File: config.mk
export PLATFORM = sky130hd
export DESIGN_NAME = mem_arbiter
export DESIGN_NICKNAME = d
export VERILOG_FILES = /design/src/fetch_defines.svh /design/src/fetch_pkg.sv /design/src/mem_arbiter.sv
export SDC_FILE = /design/constraint.sdc
export NUM_CORES = 1
export LEC_CHECK = 0
export ABC_AREA = 1
export BUFFER_PORTS_ARGS = -buffer_cell sky130_fd_sc_hd__buf_2
export CAP_MARGIN = 20
export CORE_AREA = 2 2 169 171
export CTS_BUF_LIST = sky130_fd_sc_hd__clkbuf_4
export DETAILED_ROUTE_END_ITERATION = 7
export DIE_AREA = 0 0 171 173
export PLACE_DENSITY_LB_ADDON = 0.25
export SYNTH_ARGS = -nofsm -noshare
export SYNTH_HDL_FRONTEND = slang
export SYNTH_SLANG_ARGS = --single-unit
File: constraint.sdc
create_clock -name clock -period 1.35 [get_ports clock]
set_input_delay 0.27 -clock clock [delete_from_list [all_inputs] [get_ports clock]]
set_output_delay 0.27 -clock clock [all_outputs]
set_load 0.05 [all_outputs]
File: src/fetch_defines.svh
`ifndef FETCH_DEFINES_SVH
`define FETCH_DEFINES_SVH

// Direct-mapped, one 64-bit beat per line
`define ICACHE_LINES 16

// SRAM window, fetched around the cache
`define UNCACHED_BASE  32'h0f00_0000
`define UNCACHED_LIMIT 32'h0f00_2000

`define CACHED_BASE  32'h8000_0000
`define CACHED_LIMIT 32'h8000_0800

// Both regions alias these beats through address bits 10 to 3
`define MEM_BEATS 256

`define MEM_LATENCY 2 // Accepting edge to response

`endif

File: src/fetch_pkg.sv
package fetch_pkg;

	typedef logic [31:0] addr_t;
	typedef logic [31:0] inst_t;
	typedef logic [63:0] beat_t;
	typedef logic [1:0]  resp_t; // Bit 1 set marks an error

	typedef enum logic [2:0] {
		IF_IDLE,
		IF_LOOKUP,
		IF_REFILL,
		IF_BYPASS,
		IF_DELIVER
	} ifu_state_t;

	typedef enum logic {
		MEM_IDLE,
		MEM_BUSY
	} mem_state_t;

	// Bus owner: 0 fetch unit, 1 data port
	typedef logic grant_t;

endpackage

File: src/mem_arbiter.sv
module mem_arbiter (
	input  logic              clock,
	input  logic              reset,

	input  logic              if_valid,
	output logic              if_ready,
	input  fetch_pkg::addr_t  if_addr,
	output logic              if_rvalid,
	output fetch_pkg::beat_t  if_rdata,
	output fetch_pkg::resp_t  if_resp,

	input  logic              lsu_valid,
	output logic              lsu_ready,
	input  logic              lsu_write,
	input  fetch_pkg::addr_t  lsu_addr,
	input  fetch_pkg::beat_t  lsu_wdata,
	output logic              lsu_rvalid,
	output fetch_pkg::beat_t  lsu_rdata,
	output fetch_pkg::resp_t  lsu_resp,

	output logic              mem_valid,
	input  logic              mem_ready,
	output logic              mem_write,
	output fetch_pkg::addr_t  mem_addr,
	output fetch_pkg::beat_t  mem_wdata,
	input  logic              mem_rvalid,
	input  fetch_pkg::beat_t  mem_rdata,
	input  fetch_pkg::resp_t  mem_resp
);

	logic              busy; // A request is out and its response is pending
	fetch_pkg::grant_t owner;
	fetch_pkg::grant_t prio;  // Wins when both ask
	fetch_pkg::grant_t sel;

	assign sel = (lsu_valid && (!if_valid || (prio == 1'b1))) ? 1'b1 : 1'b0;

	assign mem_valid = !busy && (if_valid || lsu_valid);
	assign mem_write = (sel == 1'b1) && lsu_write; // Fetches only read
	assign mem_addr  = (sel == 1'b1) ? lsu_addr : if_addr;
	assign mem_wdata = (sel == 1'b1) ? lsu_wdata : '0;

	assign if_ready  = !busy && (sel == 1'b0) && mem_ready;
	assign lsu_ready = !busy && (sel == 1'b1) && mem_ready;

	assign if_rvalid  = busy && mem_rvalid && (owner == 1'b0);
	assign lsu_rvalid = busy && mem_rvalid && (owner == 1'b1);
	assign if_rdata   = mem_rdata;
	assign lsu_rdata  = mem_rdata;
	assign if_resp    = mem_resp;
	assign lsu_resp   = mem_resp;

	always_ff @(posedge clock) begin
		if (reset) begin
			busy  <= 1'b0;
			owner <= 1'b0;
			prio  <= 1'b0;
		end else if (mem_valid && mem_ready) begin
			busy  <= 1'b1;
			owner <= sel;
		end else if (busy && mem_rvalid) begin
			busy <= 1'b0;
			prio <= ~owner; // Other side goes first next time
		end
	end

endmodule

==> results.cfg, run 1 <==
[global_route]
grt_pass1_vias = 2620
antenna_found_initial = 0
overflow = 0
grt_pass1_wl_um = 13300
grt_usage_pct = 5.764
grt_max_degree = 18

[placed_design]
gp_congestion = 0.7137
dp_slack_ns = -0.3442
dpl.hpwl_um = 7598
io_buffer_count = 236

[cts]
root_buffer = clkbuf_4
clock_latency_ns = 0.23
cts_buffer_depth = 2
numClockSinks = 3
h-tree-depth = 1
cts_buffers = 3
cts_tree = yes
cts-hold-fix-buffers = 0
clk_pin_slew_ns = 0.04

[synth]
synth_cell_types = 13
synthesis.area_um2 = 2105
yosys_warnings = 0
synthCells = 398
synth_seq_cells = 3
synth.yosys.seq_area_share_pct = 2.854
syn-num-nets = 599
syn_area_per_cell_um2 = 5.288

[drt]
drt-pass1-iter-count = 4
drt_iter0_markers = 23
via_count = 2538
wire_per_inst_um = 10.51
wl_um = 9387
ant_nets = 0
drc = 0
via_per_inst = 2.842

[sta]
rsz0062_at_grt = true
fmax_ghz = 0.6048
setup_tns_ns = -21.37
clock_skew_ns = 0.0008802
final.period_utilization_pct = 122.5
worst_slew_margin_rel_pct = 84.06
maxSlewViolCount = 0
hold_viol = 0
min_period_ns = 1.653
setup_viol = 98
tightest_slew_ns = 0.2377
fin_ws_ns = -0.3035

[floorplan]
core_um2 = 27630
num_io_pins = 435
die_area_um2 = 29580
rows = 61
die_y_um = 173
start_util_pct = 7.617
fp.dieW_um = 171

[finish]
syn_to_final_growth_pct = 105.8
fillers = 3163
layout-drive-gt1-share_pct = 73.59
diodes = 0
multi_input_area_um2 = 1202
seqCellArea_um2 = 62.56
nets = 717

[setup_path]
slowest_stage = dfxtp_2
arrival_ns = 1.38
r2r_cells = 5
worstPathCellList = inv_2 -> nand2_4 -> nand2_8 -> bufbuf_16 -> nor2_4 -> buf_12
critPathKind = register to output port
reg2reg_slack_ns = 0.28
cp.required_ns = 1.08
crit_fanout = 7
r2r_end = prio$_SDFFE_PP0P_
r2r-start = prio$_SDFFE_PP0P_
endpoint_kind = output port
max_stage_delay_ns = 0.31
cp-start-kind = register

[power_and_ir_drop]
switchingPower_mw = 1.284
vdd_drop_max_mv = 0.2778
p_sw_share_pct = 55.04
pwr-share-comb_pct = 88.1
power_frac_clock_pct = 7.5
cellPowerDensity_nw_per_um2 = 538.6
internal_power_mw = 1.049
seqPwrFrac_pct = 4.3
p_leak_nw = 2.275

[status]
status = finished, violations left
violations = setup timing

[min_path]
hold_depth = 2
hold_class = input port to register
hold_end = busy$_SDFFE_PP0P_
hold_start = reset

[run]
drv_cap = 0
-- per-layer routing --
metal | routed length, um | vias to the layer above | global-route usage (%)
met5 | 0 | - | 0
met4 | 394 | 0 | 2.295
met3 | 1435 | 48 | 2.998
met2 | 4547 | 243 | 10.52
met1 | 3008 | 1027 | 5.358
li1 | - | 1220 | -
-- final cells by class --
| cell class | instances | share of cell area, % |
|---|---|---|
| Clock buffer | 4 | 0.6932 |
| Sequential cell | 3 | 1.444 |
| Timing Repair Buffer | 257 | 52.69 |
| Inverter | 73 | 6.499 |
| Tap cell | 378 | 10.92 |
| Multi-Input combinational cell | 178 | 27.76 |
-- Yosys cell counts --
cell type,n,area [um^2]
a211oi_1,1,7.510
a21oi_1,3,15.01
buf_2,6,30.03
buf_4,135,1013
buf_6,4,45.04
dfxtp_1,3,60.06
inv_1,72,270.3
inv_2,1,3.750
nand2_1,102,382.9
nand2_2,1,6.260
nand3_1,1,5.000
nor2_1,68,255.2
nor3_2,1,10.01
-- state kept, by name, indices dropped and copies added, names as in the netlist --
name / cells
owner: 1
busy: 1
prio: 1
-- worst max-delay path by stage --
stage | startpoint | endpoint | depth (start not counted)
floorplan | prio$_SDFFE_PP0P_ | mem_wdata[33] | 6
global placement | if_valid | mem_addr[26] | 8
detailed placement | if_valid | mem_addr[26] | 8
CTS | prio$_SDFFE_PP0P_ | mem_wdata[57] | 7
global route | prio$_SDFFE_PP0P_ | mem_addr[2] | 8
finish | prio$_SDFFE_PP0P_ | mem_wdata[7] | 6
-- cell families after synthesis --
kind of cell,share of synthesized area [%]
buffers and inverters,64.74
AND/OR/NAND/NOR,31.33
AO/OA/AOI/OAI,1.070
flip-flops,2.854
-- cells in the final DEF (no fill, tap or decap) --
master     synthesis  routed
buf_2              6     134
inv_1             72      71
buf_6              4      64
nand2_1          102      60
nor2_4             0      36
nand2_2            1      36
nor2_2             0      32
buf_8              0      31
buf_4            135      13
buf_12             0      12
nand2_4            0       7
clkbuf_4           0       4
a21oi_1            3       2
dfxtp_2            0       2
buf_16             0       2
inv_2              1       1
nand2_8            0       1
inv_8              0       1
nor3_4             0       1
nand3_1            1       1
a21oi_2            0       1
a211oi_1           1       1
bufbuf_16          0       1
dfxtp_1            3       1
-- power groups by stage --
stage | Sequential, mW | Combinational (mW) | Clock [mW]
after floorplan | 0.101 | 2.15 | 0
after global placement | 0.101 | 1.64 | 0
after detailed placement | 0.101 | 1.64 | 0
after CTS | 0.101 | 2.08 | 0.184
after global routing | 0.102 | 2.17 | 0.201
final | 0.101 | 2.06 | 0.176
-- worst max-delay path, delay by kind of cell (launching register included) --
family | cells | cell delay (ns)
and+or+nand+nor | 3 | 0.33
buffers and inverters | 3 | 0.50
DFF | 1 | 0.31
-- what timing repair did --
item / CTS / global route
pin swaps: 5 / 5
endpoints found under the setup margin: 101 / 101
resized for setup: 246 / 16
gates cloned: 4 / 0
buffers inserted: 3 / 2
-- per-stage QoR --
stage	utilization, %	cells	total power, mW	cell area, um^2	hold WS [ns]
final	15.68	893	2.333	4332	0.2384
after global routing	15.68	893	2.473	4332	0.2207
after CTS	15.57	893	2.362	4303	0.2333
after detailed placement	12.09	882	1.740	3339	0.4821
after global placement	12.09	882	1.746	3339	0.4706
after floorplan	-	398	2.250	2480	0.3391
(Power assumes the default switching activity.)
==> run 2, diff against run 1 <==
--- a/config.mk
+++ b/config.mk
@@ -9,7 +9,7 @@
 export BUFFER_PORTS_ARGS = -buffer_cell sky130_fd_sc_hd__buf_2
 export CAP_MARGIN = 20
 export CORE_AREA = 2 2 169 171
-export CTS_BUF_LIST = sky130_fd_sc_hd__clkbuf_4
+export CTS_BUF_LIST = sky130_fd_sc_hd__clkbuf_4 sky130_fd_sc_hd__clkbuf_8
 export DETAILED_ROUTE_END_ITERATION = 7
 export DIE_AREA = 0 0 171 173
 export PLACE_DENSITY_LB_ADDON = 0.25
==> results.cfg, run 2 (synthesized netlist as in run 1, its figures left out) <==
[drt]
ant_nets = 0
wire_per_inst_um = 10.52
drt_iter0_markers = 29
drt-pass1-iter-count = 4
drc = 0
via_count = 2536
wl_um = 9394
via_per_inst = 2.840

[setup_path]
crit_fanout = 7
r2r_end = prio$_SDFFE_PP0P_
worstPathCellList = inv_2 -> nand2_4 -> nand2_8 -> bufbuf_16 -> nor2_4 -> buf_12
crit_cells = 6
critPathKind = register to output port
arrival_ns = 1.37
cp.required_ns = 1.08
reg2reg_slack_ns = 0.28
slowest_stage = dfxtp_2
r2r_cells = 5
max_stage_delay_ns = 0.31
crit_family = buffers and inverters
endpoint_kind = output port
cp-start-kind = register
critPathBufInv = 3
r2r-start = prio$_SDFFE_PP0P_

[global_route]
antenna_found_initial = 0
overflow = 0
grt_pass1_wl_um = 13280
grt_max_degree = 18
grt_usage_pct = 5.759
grt_pass1_vias = 2617

[finish]
layout-drive-gt1-share_pct = 73.59
final_cell_mix = buf_2, inv_1, buf_6, nand2_1, nor2_4
mostFrequentLayoutCell = buf_2
fillers = 3158
syn_to_final_growth_pct = 107.0
reg.largest.list = busy: 1 flops, owner: 1 flops, prio: 1 flops
multi_input_area_um2 = 1207
nets = 717
diodes = 0
final_core_util_pct = 15.76
seqCellArea_um2 = 62.56

[sta]
final.period_utilization_pct = 121.4
min_period_ns = 1.639
fmax_ghz = 0.6103
maxSlewViolCount = 0
worst_slew_margin_rel_pct = 84.47
hold_slack_ns = 0.2526
rsz0062_at_grt = true
tightest_slew_ns = 0.2316
clock_skew_ns = 0.001501
fin_ws_ns = -0.2885
setup_viol = 98
hold_viol = 0

[cts]
clk_pin_slew_ns = 0.03
cts_buffers = 3
numClockSinks = 3
cts_buffer_depth = 2
root_buffer = clkbuf_8
clock_latency_ns = 0.22
cts-hold-fix-buffers = 0
h-tree-depth = 1
cts_tree = yes

[power_and_ir_drop]
switchingPower_mw = 1.300
seqPwrFrac_pct = 4.2
cellPowerDensity_nw_per_um2 = 560.2
vdd_drop_max_mv = 0.2506
power_frac_clock_pct = 11.5
p_sw_share_pct = 53.26
internal_power_mw = 1.140
pwr-share-comb_pct = 84.3
p_leak_nw = 2.284

[min_path]
hold_end = busy$_SDFFE_PP0P_
hold_depth = 2
hold_start = reset
hold_class = input port to register

[status]
status = finished, violations left
violations = setup timing

[placed_design]
io_buffer_count = 236
gp_congestion = 0.7137
dpl.hpwl_um = 7598

[floorplan]
core_um2 = 27630
die_area_um2 = 29580
fp.dieW_um = 171
rows = 61
num_io_pins = 435
start_util_pct = 7.617
die_y_um = 173

[run]
drv_cap = 0
-- run 2: changes by cell type in the layout (fill, tap and decap cells not counted) --
cell,before,now
clkbuf_4,4,1
clkbuf_8,0,3
nor2_2,32,31
nor2_4,36,37
-- run 2: worst max path at each step --
stage / from / endpoint
3_5_place_dp: if_valid / mem_addr[26]
5_1_grt: prio$_SDFFE_PP0P_ / mem_addr[2]
3_3_place_gp: if_valid / mem_addr[26]
4_1_cts: prio$_SDFFE_PP0P_ / mem_wdata[57]
6_report: prio$_SDFFE_PP0P_ / mem_wdata[7]
2_1_floorplan: prio$_SDFFE_PP0P_ / mem_wdata[33]
-- run 2: area by class of cell --
type / count / area share [%]
clock buffer: 4 / 1.120
inverter: 73 / 6.464
multi-input combinational: 178 / 27.72
sequential: 3 / 1.436
tap: 378 / 10.86
timing repair buffer: 257 / 52.40
-- run 2: routing by layer --
layer  global-route usage, %  vias up  part of all wire, %
met2                   10.52      245                   48
li1                        -     1220                    -
met1                   5.345     1025                   32
met4                   2.295        0                  4.1
met5                       0        -                    0
met3                   2.998       46                   15
-- run 2: metrics by stage --
step,std cells,setup slack [ns],TNS [ns],power [mW],cell area [um^2]
after floorplan,398,-0.1218,-5.339,2.250,2480
after global placement,882,-0.3144,-17.68,1.746,3339
after detailed placement,882,-0.3442,-18.89,1.740,3339
after CTS,893,-0.3232,-23.61,2.466,4323
after global routing,893,-0.3670,-27.34,2.572,4355
final,893,-0.2885,-19.88,2.440,4355
-- run 2: power by group through the flow --
stage          combinational (mW)  sequential [mW]  clock, mW
2_1_floorplan                2.15            0.101          0
3_3_place_gp                 1.64            0.101          0
3_5_place_dp                 1.64            0.101          0
4_1_cts                      2.08            0.101      0.288
5_1_grt                      2.17            0.103      0.297
6_report                     2.06            0.102      0.281
-- run 2: repair_timing --
action,CTS,global route
gates cloned,4,0
buffers inserted,3,2
endpoints found under the setup margin,101,101
resized for setup,246,18
pin swaps,4,5
==> run 3, diff against run 2 <==
--- a/config.mk
+++ b/config.mk
@@ -13,6 +13,7 @@
 export DETAILED_ROUTE_END_ITERATION = 7
 export DIE_AREA = 0 0 171 173
 export PLACE_DENSITY_LB_ADDON = 0.25
+export SKIP_CTS_REPAIR_TIMING = 1
 export SYNTH_ARGS = -nofsm -noshare
 export SYNTH_HDL_FRONTEND = slang
 export SYNTH_SLANG_ARGS = --single-unit
==> results.cfg, run 3 (synthesized netlist as in run 1, its figures left out) <==
[setup_path]
cp.required_ns = 1.08
r2r_end = prio$_SDFFE_PP0P_
arrival_ns = 1.40
max_stage_delay_ns = 0.30
endpoint_kind = output port
critPathKind = register to output port
crit_fanout = 16
reg2reg_slack_ns = 0.31
r2r_cells = 5
r2r-start = busy$_SDFFE_PP0P_
cp-start-kind = register
slowest_stage = dfxtp_2
worstPathCellList = inv_2 -> nand2_4 -> buf_12 -> nand2_8 -> buf_12 -> nand2_1 -> nand2_4 -> buf_6

[placed_design]
dp_slack_ns = -0.3442
dpl_cell_area_um2 = 3339
gp_congestion = 0.7137
dp_cells = 882
io_buffer_count = 236
dpl.hpwl_um = 7598

[floorplan]
fp.dieW_um = 171
start_util_pct = 7.617
num_io_pins = 435
die_area_um2 = 29580
core_um2 = 27630
die_y_um = 173
rows = 61

[drt]
ant_nets = 0
drc = 0
via_per_inst = 2.864
via_count = 2566
wl_um = 9628
drt-pass1-iter-count = 4
wire_per_inst_um = 10.75
drt_iter0_markers = 32

[finish]
mostFrequentLayoutCell = buf_2
final_cell_area_um2 = 4410
fin_cells = 896
layout-drive-gt1-share_pct = 74.52
syn_to_final_growth_pct = 109.6
final_cell_mix = buf_2, buf_6, inv_1, nand2_1, nand2_2
nets = 720
reg.largest.list = busy: 1 flops, owner: 1 flops, prio: 1 flops
multi_input_area_um2 = 1231
fillers = 3146
diodes = 0
seqCellArea_um2 = 62.56

[cts]
clock_latency_ns = 0.21
cts_tree = yes
cts_buffer_depth = 2
h-tree-depth = 1
cts_buffers = 3
clk_pin_slew_ns = 0.03
numClockSinks = 3
root_buffer = clkbuf_8

[global_route]
overflow = 0
antenna_found_initial = 0
grtUsageMet1_pct = 4.695
grt_pass1_vias = 2342
use_met2_pct = 8.989
grt_max_degree = 34
grt.busiest_layer = met2
grt_usage_pct = 5.054
grt_pass1_wl_um = 11720
grt_util_met3_pct = 2.770

[min_path]
hold_start = reset
hold_depth = 2
hold_class = input port to register
hold_end = busy$_SDFFE_PP0P_

[power_and_ir_drop]
cellPowerDensity_nw_per_um2 = 554.1
vdd_drop_max_mv = 0.2574
p_leak_nw = 2.301

[sta]
final.period_utilization_pct = 123.9
setup_viol = 98
maxSlewViolCount = 0
min_period_ns = 1.673
tightest_slew_ns = 0.2574
worst_slew_margin_rel_pct = 82.96
clock_skew_ns = 0.001526
hold_viol = 0
fin_ws_ns = -0.3231
rsz0062_at_grt = true
fmax_ghz = 0.5977

[status]
status = finished, violations left
violations = setup timing

[run]
drv_cap = 0
## run 3: area by class of cell
class,count,share of cell area [%]
sequential,3,1.418
timing repair buffer,260,52.34
multi-input combinational,178,27.91
clock buffer,4,1.106
inverter,73,6.496
tap,378,10.72
## run 3: where the power goes
part           switching [mW]  internal (mW)  leakage (nW)
registers             0.00577         0.0956        0.0254
logic                    1.24          0.819          2.25
clock network          0.0587          0.221        0.0262
total                    1.31           1.14          2.30
## run 3: worst max path at each step
stage | cells after the start | startpoint | end
6_report | 8 | prio$_SDFFE_PP0P_ | mem_addr[30]
5_1_grt | 8 | prio$_SDFFE_PP0P_ | mem_addr[15]
4_1_cts | 8 | prio$_SDFFE_PP0P_ | mem_addr[26]
3_5_place_dp | 8 | if_valid | mem_addr[26]
3_3_place_gp | 8 | if_valid | mem_addr[26]
2_1_floorplan | 6 | prio$_SDFFE_PP0P_ | mem_wdata[33]
## run 3: through the flow
step	utilization, %	power (mW)	hold slack, ns	TNS, ns
after floorplan	-	2.250	0.3391	-5.339
after global placement	12.09	1.746	0.4706	-17.68
after detailed placement	12.09	1.740	0.4821	-18.89
after CTS	12.26	2.031	0.2574	-38.13
after global routing	15.96	2.573	0.2540	-31.92
final	15.96	2.444	0.2538	-24.16
## run 3: per-layer routing
metal / up-vias / wire length (um) / share of wire, %
met5: - / 0 / 0
met4: 0 / 383 / 4.0
met3: 46 / 1458 / 15
met2: 244 / 4700 / 49
met1: 1048 / 3085 / 32
li1: 1228 / - / -
## run 3: critical path, delay by kind of cell, from the launching register on
family                 cells  cell delay [ns]
flip-flops                 1             0.30
buffers and inverters      4             0.53
AND/OR/NAND/NOR            4             0.35
