$ cat src/fetch_defines.svh
`ifndef FETCH_DEFINES_SVH
`define FETCH_DEFINES_SVH

// Direct-mapped, one 64-bit beat per line
`define ICACHE_LINES 16

// SRAM window, fetched around the cache
`define UNCACHED_BASE  32'h0f00_0000
`define UNCACHED_LIMIT 32'h0f00_2000

`define CACHED_BASE  32'h8000_0000
`define CACHED_LIMIT 32'h8000_0800

// Both regions alias these beats through address bits 10 to 3
`define MEM_BEATS 256

`define MEM_LATENCY 2 // Accepting edge to response

`endif

$ cat src/fetch_pkg.sv
package fetch_pkg;

	typedef logic [31:0] addr_t;
	typedef logic [31:0] inst_t;
	typedef logic [63:0] beat_t;
	typedef logic [1:0]  resp_t; // Bit 1 set marks an error

	typedef enum logic [2:0] {
		IF_IDLE,
		IF_LOOKUP,
		IF_REFILL,
		IF_BYPASS,
		IF_DELIVER
	} ifu_state_t;

	typedef enum logic {
		MEM_IDLE,
		MEM_BUSY
	} mem_state_t;

	// Bus owner: 0 fetch unit, 1 data port
	typedef logic grant_t;

endpackage

$ cat src/ifu.sv
`include "fetch_defines.svh"

module ifu (
	input  logic             clock,
	input  logic             reset,

	input  logic             fetch_valid,
	input  fetch_pkg::addr_t pc,
	output logic             fetch_ready,

	output logic             inst_valid,
	output fetch_pkg::inst_t inst,
	output logic             inst_err,
	input  logic             inst_ready,

	output fetch_pkg::addr_t lookup_addr,
	input  logic             hit,
	input  fetch_pkg::inst_t hit_word,
	output logic             fill_en,
	output fetch_pkg::addr_t fill_addr,
	output fetch_pkg::beat_t fill_beat,

	output logic             if_valid,
	output fetch_pkg::addr_t if_addr,
	input  logic             if_ready,
	input  logic             if_rvalid,
	input  fetch_pkg::beat_t if_rdata,
	input  fetch_pkg::resp_t if_resp
);

	fetch_pkg::ifu_state_t state;
	fetch_pkg::addr_t      pc_q;
	logic                  probe_done; // Cache answer visible in this LOOKUP cycle
	logic                  req_sent;
	logic                  pc_in_sram;
	logic                  bus_wait;
	logic                  resp_err;
	logic                  hit_taken;
	fetch_pkg::inst_t      lane;

	assign pc_in_sram = (pc >= `UNCACHED_BASE) && (pc < `UNCACHED_LIMIT);
	assign bus_wait   = (state == fetch_pkg::IF_REFILL) || (state == fetch_pkg::IF_BYPASS);
	assign resp_err   = if_resp[1];
	assign hit_taken  = (state == fetch_pkg::IF_LOOKUP) && probe_done && hit;
	assign lane       = pc_q[2] ? if_rdata[63:32] : if_rdata[31:0];

	assign fetch_ready = state == fetch_pkg::IF_IDLE;
	assign inst_valid  = state == fetch_pkg::IF_DELIVER;
	assign lookup_addr = pc_q;

	assign if_valid = bus_wait && !req_sent;
	assign if_addr  = pc_q;

	// Refill writes the cache on the response edge, never on an error
	assign fill_en   = (state == fetch_pkg::IF_REFILL) && if_rvalid && !resp_err;
	assign fill_addr = pc_q;
	assign fill_beat = if_rdata;

	always_ff @(posedge clock) begin
		if (reset) begin
			state      <= fetch_pkg::IF_IDLE;
			probe_done <= 1'b0;
			req_sent   <= 1'b0;
			inst_err   <= 1'b0;
		end else begin
			case (state)
			fetch_pkg::IF_IDLE: begin
				if (fetch_valid) begin
					state <= pc_in_sram ? fetch_pkg::IF_BYPASS : fetch_pkg::IF_LOOKUP;
				end
			end
			fetch_pkg::IF_LOOKUP: begin
				probe_done <= !probe_done;
				if (probe_done) begin
					inst_err <= 1'b0;
					state    <= hit ? fetch_pkg::IF_DELIVER : fetch_pkg::IF_REFILL;
				end
			end
			fetch_pkg::IF_REFILL, fetch_pkg::IF_BYPASS: begin
				if (if_valid && if_ready) begin
					req_sent <= 1'b1;
				end
				if (if_rvalid) begin
					req_sent <= 1'b0;
					inst_err <= resp_err;
					state    <= fetch_pkg::IF_DELIVER;
				end
			end
			fetch_pkg::IF_DELIVER: begin
				if (inst_ready) state <= fetch_pkg::IF_IDLE; // Held until taken
			end
			default: state <= fetch_pkg::IF_IDLE;
			endcase
		end
	end

	always_ff @(posedge clock) begin
		if (fetch_valid && fetch_ready) begin
			pc_q <= pc;
		end
		if (hit_taken) begin
			inst <= hit_word;
		end else if (bus_wait && if_rvalid) begin
			inst <= resp_err ? '0 : lane;
		end
	end

endmodule

$ cat config.mk
export PLATFORM = sky130hd
export DESIGN_NAME = ifu
export DESIGN_NICKNAME = d
export VERILOG_FILES = /design/src/fetch_pkg.sv /design/src/ifu.sv
export VERILOG_INCLUDE_DIRS = /design/src /design/src/src
export SDC_FILE = /design/constraint.sdc
export NUM_CORES = 1
export LEC_CHECK = 0
export BUFFER_PORTS_ARGS = -buffer_cell sky130_fd_sc_hd__buf_4
export CORE_AREA = 2 2 130 132
export DETAILED_ROUTE_END_ITERATION = 16
export DIE_AREA = 0 0 132 134
export HOLD_SLACK_MARGIN = 0.1
export MAX_ROUTING_LAYER = met4
export PLACE_DENSITY_LB_ADDON = 0.25
export SLEW_MARGIN = 10
export SYNTH_ARGS = -nofsm -noshare
export SYNTH_HDL_FRONTEND = slang
export SYNTH_SLANG_ARGS = --single-unit
$ cat constraint.sdc
create_clock -name clock -period 2 [get_ports clock]
set_clock_uncertainty 0.15 [all_clocks]
set_input_delay 0 -clock clock [delete_from_list [all_inputs] [get_ports clock]]
set_output_delay 0 -clock clock [all_outputs]
set_load 0.02 [all_outputs]
==> reports/results.ini, run 1 <==
[clock_network]
insertion_delay_ns = 0.34
clk_pin_slew_worst_paths_ns = 0.06
post_cts_buffers = 0
cts_buffer_depth = 2
cts_max_level = 3
cts_made_buffers = 9
cts_tree = built
root_buffer = clkbuf_16
cts_sinks = 70

[power_and_ir_drop]
p_sw_share_pct = 28.70
totalPowerFinal_mw = 4.864
p_leak_nw = 3.448
power_density_nw_per_um2 = 629.2
power.internal_mw = 3.468
p_sw_mw = 1.396
peakVddDrop_v = 0.0003768
p_seq_share_pct = 36.4
combinationalPowerShare_pct = 29.7
power_frac_clock_pct = 33.9

[global_routing]
grt_pass1_wl_mm = 21.41
antenna_found_initial = 0
grt_max_degree = 35
track_usage_pct = 16.14
grt_pass1_vias = 4059
grt-ovfl-total = 0

[setup_path]
cp_max_fo = 8
critical_path_class = flop to flop
crit_chain = buf_4 > nor2_1 > a21oi_1 > a211oi_1 > dlygate4sd3_1
cp.arrival_ns = 1.89
cpPeakStageDelay_ns = 0.57
critPathSlowestCell = dlygate4sd3_1
end_kind = flop
required_ns = 2.13
critPathLaunchType = flop
reg2regPathDepth = 5

[route]
antenna_left = 0
wl_per_cell_um = 15.40
firstDrtPassIters = 4
totalWireLength_mm = 14.17
drc = 0
vias = 3844
post_drt_via_cell_ratio = 4.178
dr.first_iter.drc_count = 123

[yosys]
syn-num-nets = 487
yosys_warnings = 0
synth_area_leaders = edfxtp_1 (45%), buf_4 (22%), o31ai_2 (8.2%), mux2i_1 (8.0%), nand2_1 (3.0%)
synthFlopType = edfxtp_1
synth_area_leader_cell = edfxtp_1
yosys.area.top_type_share_pct = 44.98
synthCells = 350
yosysMostFrequentCell = buf_4
synth_common_cells = buf_4 (128), edfxtp_1 (64), mux2i_1 (34), nand2_1 (34), o31ai_2 (28)
synthDistinctLibCells = 36
ys_seq_area_share_pct = 47.79
synth-seq-cells = 70
syn_avg_cell_area_um2 = 12.21
synth-edff-count = 64
async_flop_share_pct = 0
syn_area_um2 = 4273

[die]
fp.dieH_um = 134
chipWidth_um = 132
die_area_um2 = 17690
ios = 334
initial_utilization_pct = 26.23
coreArea_um2 = 16290
core.rowCount = 47

[place]
dp_hpwl_mm = 9.950
dpl_cell_area_um2 = 6067
place_congestion = 0.7553
port_buffers = 332

[sta]
hold_ws_ns = 0.1820
hold_viol = 0
max_slew_margin_pct = 61.95
finalMaxSlewViolations = 0
setup_violations = 0
rsz0062_at_grt = no
tightest_slew_ns = 0.5708
fin_crit_sh_pct = 87.86
tns_ns = 0
fmax_mhz = 569.1
fin_crit_ns = 1.757

[layout]
drive_gt1_share_pct = 57.00
nets = 832
fin_area_um2 = 7731
areaGrowthSynthToFinish_pct = 80.94
antennaDiodeCount = 0
n_fill_cell = 1396

[outcome]
status = completed

[hold_path]
hold_path_class = input pin to flop
min_path_cells = 2

[run]
maxCapViolCount = 0

-- sequential cells by signal (all words and copies together) (netlist names) --
register and flops:
inst 32, fill_addr 32, state 3, probe_done 1, req_sent 1, inst_err 1
-- worst paths after layout --
path / startpoint / slack [ns] / endpoint
max: state[2]$_SDFFE_PP0P_ / 0.24 / req_sent$_SDFFE_PP0P_
min: if_resp[1] / 0.18 / inst[24]$_DFFE_PP_
max reg2reg: state[2]$_SDFFE_PP0P_ / 0.24 / req_sent$_SDFFE_PP0P_
min reg2reg: probe_done$_SDFFE_PP0N_ / 0.47 / probe_done$_SDFFE_PP0N_
-- kinds of logic (layout without fill, tap and decap cells) --
family / after synthesis / in the layout / synth area share [%]
AOI/OAI and AO/OA: 42 / 42 / 10.54
xor gates and xnor gates: 1 / 1 / 0.2050
buffers and inverters: 147 / 497 / 26.38
DFF: 70 / 70 / 47.79
muxes: 34 / 34 / 7.965
and+or+nand+nor: 56 / 56 / 7.116
-- critical path: cells and delay by family (launching register included) --
kind	cells	cell delay, ns
and+or+nand+nor	1	0.19
DFF	1	0.33
buffers and inverters	2	0.75
AOI/OAI and AO/OA	2	0.28
-- metal layers --
metal  vias up  global-route usage (%)  routed length [um]
li1       1809                       -                   -
met1      1785                   15.70                4995
met2       225                   30.87                7813
met3        25                   3.326                 988
met4         0                   7.005                 372
met5         -                       -                   0
-- placed cells by master (no fill, tap or decap), types with 2 or more instances in the layout --
cell and n:
clkinvlp_4 3, and2_2 2, nor3_1 4, clkbuf_16 9
nand2b_1 2, o31ai_2 28, a31oi_1 3, buf_12 4
o31ai_1 4, dfxtp_1 5, nor2_1 3, a21oi_1 2
edfxtp_1 64, dlygate4sd3_1 135, mux2i_1 34, buf_4 341
nand2_1 33, nor4b_1 2
-- power groups by stage --
stage	Clock (mW)	Sequential (mW)	Combinational (mW)
finish	1.65	1.77	1.45
CTS	1.71	1.77	1.45
floorplan	0	1.87	0.715
global route	1.75	1.78	1.52
global placement	0	1.80	1.23
detailed placement	0	1.80	1.23
-- metrics by stage --
step / util (%) / worst slack, ns / instances
global placement: 37.25 / 0.1780 / 769
detailed placement: 37.25 / 0.1528 / 769
finish: 47.46 / 0.2427 / 920
floorplan: - / 0.1973 / 350
CTS: 47.44 / 0.02919 / 920
global route: 47.46 / 0.07167 / 920
-- area by class of cell --
cell class                      instances  area [um^2]  share of cell area (%)
Timing Repair Buffer                  480         3991                   51.63
Sequential cell                        70         2046                   26.46
Multi-Input combinational cell        133         1106                   14.31
Tap cell                              220        275.3                   3.560
Clock buffer                           10        239.0                   3.091
Clock inverter                          6        70.07                  0.9063
Inverter                                1        3.754                 0.04855
-- repair_timing --
action                     4_1_cts  5_1_grt
setup endpoints to repair        0       33
hold buffers                   135        0
gates resized for setup          0        2
hold endpoints to repair       136        0
(Power assumes the default switching activity.)
==> run 2: changes to the inputs <==
--- a/config.mk
+++ b/config.mk
@@ -13,6 +13,7 @@
 export HOLD_SLACK_MARGIN = 0.1
 export MAX_ROUTING_LAYER = met4
 export PLACE_DENSITY_LB_ADDON = 0.25
+export RECOVER_POWER = 100
 export SLEW_MARGIN = 10
 export SYNTH_ARGS = -nofsm -noshare
 export SYNTH_HDL_FRONTEND = slang
==> reports/results.ini, run 2 (synthesis gave the netlist of run 1 again) <==
[outcome]
status = completed

[route]
wl_per_cell_um = 15.56
antenna_left = 0
dr.first_iter.drc_count = 114
post_drt_via_cell_ratio = 4.166
firstDrtPassIters = 4
totalWireLength_mm = 14.32
vias = 3833
drc = 0

[setup_path]
crit_chain = nor3b_4 > and3_2 > clkbuf_2 > o31ai_1
reg2regPathDepth = 4
worstReg2RegEnd = inst[13]$_DFFE_PP_
rrSetupSlack_ns = 0.17
cp_max_fo = 14
required_ns = 1.92
critical_path_class = flop to flop
cpPeakStageDelay_ns = 0.46
critPathSlowestCell = and3_2
critPathLaunchType = flop
end_kind = flop
cpLargestDelayFamily = simple AND/OR/NAND/NOR gates
worstReg2RegStart = state[1]$_SDFFE_PP0P_
cp.arrival_ns = 1.74
crit_buf_inv = 1

[die]
die_area_um2 = 17690
core.rowCount = 47
initial_utilization_pct = 26.23
fp.dieH_um = 134
ios = 334
chipWidth_um = 132
coreArea_um2 = 16290

[layout]
fin_area_um2 = 6812
final_common_cell = clkbuf_1
fin_util_pct = 41.82
antennaDiodeCount = 0
areaGrowthSynthToFinish_pct = 59.41
most-common-layout-cells = clkbuf_1 (206), dlygate4sd3_1 (135), buf_4 (109)
layout.cells.non_filler = 920
nets = 832
drive_gt1_share_pct = 24.29

[sta]
hold_viol = 0
fmax_mhz = 547.3
setup_violations = 0
tns_ns = 0
finalMaxSlewViolations = 0
tightest_slew_ns = 0.4498
fin_crit_sh_pct = 91.36
rsz0062_at_grt = no
fin_crit_ns = 1.827
max_slew_margin_pct = 70.01
hold_ws_ns = 0.1439

[power_and_ir_drop]
power_density_nw_per_um2 = 677.6
peakVddDrop_v = 0.0003745
p_leak_nw = 2.636

[global_routing]
grt_pass1_vias = 4059
grt_pass1_wl_mm = 21.41
grt-ovfl-total = 0
antenna_found_initial = 0
track_usage_pct = 16.14
grt_max_degree = 35

[clock_network]
clk_pin_slew_worst_paths_ns = 0.06
root_buffer = clkbuf_16
cts_tree = built
cts_max_level = 3
insertion_delay_ns = 0.33
cts_buffer_depth = 2
cts_made_buffers = 9
cts_sinks = 70

[place]
dp_hpwl_mm = 9.950
place_congestion = 0.7553
dpl_cell_area_um2 = 6067
place_inst = 769
port_buffers = 332

[hold_path]
min_from = if_resp[1]
min_to = inst[26]$_DFFE_PP_
hold_path_class = input pin to flop
min_path_cells = 2

[run]
maxCapViolCount = 0

-- run 2: cell count changes in the layout (fill, tap and decap cells not counted), sizes merged --
| cell | previous run | this run |
|---|---|---|
| buf | 345 | 112 |
| clkbuf | 10 | 243 |
-- run 2: worst max-delay path by stage --
stage,slack (ns),from,cells past startpoint,end
2_1_floorplan,0.20,state[1]$_SDFFE_PP0P_,5,inst[0]$_DFFE_PP_
3_3_place_gp,0.18,state[1]$_SDFFE_PP0P_,5,inst[20]$_DFFE_PP_
3_5_place_dp,0.15,state[1]$_SDFFE_PP0P_,5,inst[17]$_DFFE_PP_
4_1_cts,0.03,state[1]$_SDFFE_PP0P_,6,inst_err$_SDFFE_PP0P_
5_1_grt,0.06,state[1]$_SDFFE_PP0P_,4,inst[13]$_DFFE_PP_
6_report,0.17,state[1]$_SDFFE_PP0P_,4,inst[13]$_DFFE_PP_
-- run 2: where the power goes --
group	leakage, nW	switching (mW)	internal, mW
Combinational	1.84	0.673	0.531
Sequential	0.649	0.0588	1.71
Clock	0.141	0.641	1.01
-- run 2: per-layer routing --
layer / vias to the layer above / GRT usage [%] / part of all wire (%)
met1: 1771 / 15.70 / 36
met3: 23 / 3.326 / 7.1
met5: - / - / 0
li1: 1812 / - / -
met2: 227 / 30.87 / 55
met4: 0 / 7.005 / 2.3
-- run 2: area by class of cell --
| type | count | area [um^2] |
|---|---|---|
| sequential | 70 | 2046 |
| timing repair buffer | 480 | 3194 |
| multi-input combinational | 133 | 983.4 |
| clock inverter | 6 | 70.07 |
| tap | 220 | 275.3 |
| fill | 1696 | 9478 |
| clock buffer | 10 | 239.0 |
| inverter | 1 | 3.754 |
-- run 2: what timing repair did --
item                                    in CTS  in global routing
hold endpoints to repair                   136                  0
endpoints found under the setup margin       0                 33
resized for setup                            0                  2
setup buffers                                0                  0
hold buffers                               135                  0
-- run 2: through the flow --
stage	setup slack (ns)	total power [mW]
after global placement	0.1780	3.024
after floorplan	0.1973	2.586
final	0.1728	4.616
after global routing	0.06013	4.810
after CTS	0.02919	4.924
after detailed placement	0.1528	3.038
==> run 3: changes to the inputs <==
--- a/config.mk
+++ b/config.mk
@@ -13,7 +13,7 @@
 export HOLD_SLACK_MARGIN = 0.1
 export MAX_ROUTING_LAYER = met4
 export PLACE_DENSITY_LB_ADDON = 0.25
-export RECOVER_POWER = 100
+export RECOVER_POWER = 25
 export SLEW_MARGIN = 10
 export SYNTH_ARGS = -nofsm -noshare
 export SYNTH_HDL_FRONTEND = slang
==> reports/results.ini, run 3 (synthesis gave the netlist of run 1 again) <==
[route]
totalWireLength_mm = 14.14
post_drt_via_cell_ratio = 4.175
wl_per_cell_um = 15.37
firstDrtPassIters = 4
dr.first_iter.drc_count = 120
antenna_left = 0
vias = 3841
drc = 0

[power_and_ir_drop]
peakVddDrop_v = 0.0003757
combinationalPowerShare_pct = 28.9
p_leak_nw = 3.227
p_sw_share_pct = 28.97
power.internal_mw = 3.414
p_seq_share_pct = 36.8
power_density_nw_per_um2 = 640.4
p_sw_mw = 1.393
totalPowerFinal_mw = 4.807
power_frac_clock_pct = 34.3

[sta]
rsz0062_at_grt = no
setup_violations = 0
fmax_mhz = 569.9
tightest_slew_ns = 0.5706
finalMaxSlewViolations = 0
tns_ns = 0
fin_crit_sh_pct = 87.73
max_slew_margin_pct = 61.96
hold_viol = 0
fin_crit_ns = 1.755
hold_ws_ns = 0.1822

[setup_path]
crit_buf_inv = 3
critPathSlowestCell = dlygate4sd3_1
cpPeakStageDelay_ns = 0.54
rrSetupSlack_ns = 0.25
cp.arrival_ns = 1.89
cpLargestDelayFamily = buffers and inverters
critical_path_class = flop to flop
critPathLaunchType = flop
worstReg2RegEnd = inst_err$_SDFFE_PP0P_
end_kind = flop
reg2regPathDepth = 6
cp_max_fo = 8
required_ns = 2.13
worstReg2RegStart = state[1]$_SDFFE_PP0P_
crit_chain = clkinv_1 > buf_4 > a31oi_1 > o21ai_0 > a21oi_1 > dlygate4sd3_1

[hold_path]
min_to = inst[23]$_DFFE_PP_
min_from = if_resp[1]
min_path_cells = 2
hold_path_class = input pin to flop

[die]
core.rowCount = 47
die_area_um2 = 17690
chipWidth_um = 132
fp.dieH_um = 134
ios = 334
coreArea_um2 = 16290
initial_utilization_pct = 26.23

[layout]
most-common-layout-cells = buf_4 (259), dlygate4sd3_1 (135), edfxtp_1 (64)
antennaDiodeCount = 0
nets = 832
n_fill_cell = 1464
drive_gt1_share_pct = 48.43
areaGrowthSynthToFinish_pct = 75.67
final_common_cell = buf_4

[clock_network]
clk_pin_slew_worst_paths_ns = 0.06
insertion_delay_ns = 0.33
cts_tree = built
cts_buffer_depth = 2
root_buffer = clkbuf_16
cts_sinks = 70
post_cts_buffers = 0
cts_max_level = 3
cts_made_buffers = 9

[global_routing]
grt_pass1_wl_mm = 21.41
grt_pass1_vias = 4059
grt-ovfl-total = 0
antenna_found_initial = 0
grt_max_degree = 35
track_usage_pct = 16.14

[place]
dp_hpwl_mm = 9.950
port_buffers = 332
place_congestion = 0.7553

[outcome]
status = completed

[run]
maxCapViolCount = 0

==> run 3: changes by cell type in the layout (fill, tap and decap cells not counted), moves of 2 or more <==
cell | previous run | this run
o31ai_1 | 26 | 4
clkbuf_1 | 206 | 60
buf_4 | 109 | 259
clkbuf_4 | 26 | 22
buf_12 | 2 | 4
o31ai_2 | 6 | 28
==> run 3: worst max-delay path by stage <==
| stage | startpoint | endpoint | cells after the start |
|---|---|---|---|
| after detailed placement | state[1]$_SDFFE_PP0P_ | inst[17]$_DFFE_PP_ | 5 |
| after floorplan | state[1]$_SDFFE_PP0P_ | inst[0]$_DFFE_PP_ | 5 |
| after CTS | state[1]$_SDFFE_PP0P_ | inst_err$_SDFFE_PP0P_ | 6 |
| after global placement | state[1]$_SDFFE_PP0P_ | inst[20]$_DFFE_PP_ | 5 |
| after global routing | state[1]$_SDFFE_PP0P_ | inst_err$_SDFFE_PP0P_ | 6 |
| final | state[1]$_SDFFE_PP0P_ | inst_err$_SDFFE_PP0P_ | 6 |
==> run 3: power by group through the flow <==
stage / Sequential, mW / Clock [mW] / Combinational (mW)
2_1_floorplan: 1.87 / 0 / 0.715
3_3_place_gp: 1.80 / 0 / 1.23
3_5_place_dp: 1.80 / 0 / 1.23
4_1_cts: 1.77 / 1.71 / 1.45
5_1_grt: 1.78 / 1.75 / 1.47
6_report: 1.77 / 1.65 / 1.39
==> run 3: metrics by stage <==
step / instances / area, um^2 / worst slack (ns) / util [%]
floorplan: 350 / 4275 / 0.1973 / -
global placement: 769 / 6067 / 0.1780 / 37.25
detailed placement: 769 / 6067 / 0.1528 / 37.25
CTS: 920 / 7727 / 0.02919 / 47.44
global route: 920 / 7506 / 0.07167 / 46.08
finish: 920 / 7506 / 0.2453 / 46.08
==> run 3: what timing repair did <==
| action | in CTS | in global routing |
|---|---|---|
| hold endpoints to repair | 136 | 0 |
| hold buffers | 135 | 0 |
| endpoints found under the setup margin | 0 | 33 |
| resized for setup | 0 | 2 |
==> run 3: layer usage <==
layer	vias up	part of all wire [%]	track usage, %
li1	1814	-	-
met1	1776	35	15.70
met2	226	55	30.87
met3	25	7.1	3.326
met4	0	2.6	7.005
met5	-	0	-
==> run 3: area by class of cell <==
| cell class | count | area [um^2] | share of cell area [%] |
|---|---|---|---|
| Clock buffer | 10 | 239.0 | 3.184 |
| Clock inverter | 6 | 70.07 | 0.9335 |
| Inverter | 1 | 3.754 | 0.05001 |
| Multi-Input combinational cell | 133 | 1106 | 14.74 |
| Sequential cell | 70 | 2046 | 27.25 |
| Tap cell | 220 | 275.3 | 3.667 |
| Timing Repair Buffer | 480 | 3766 | 50.17 |
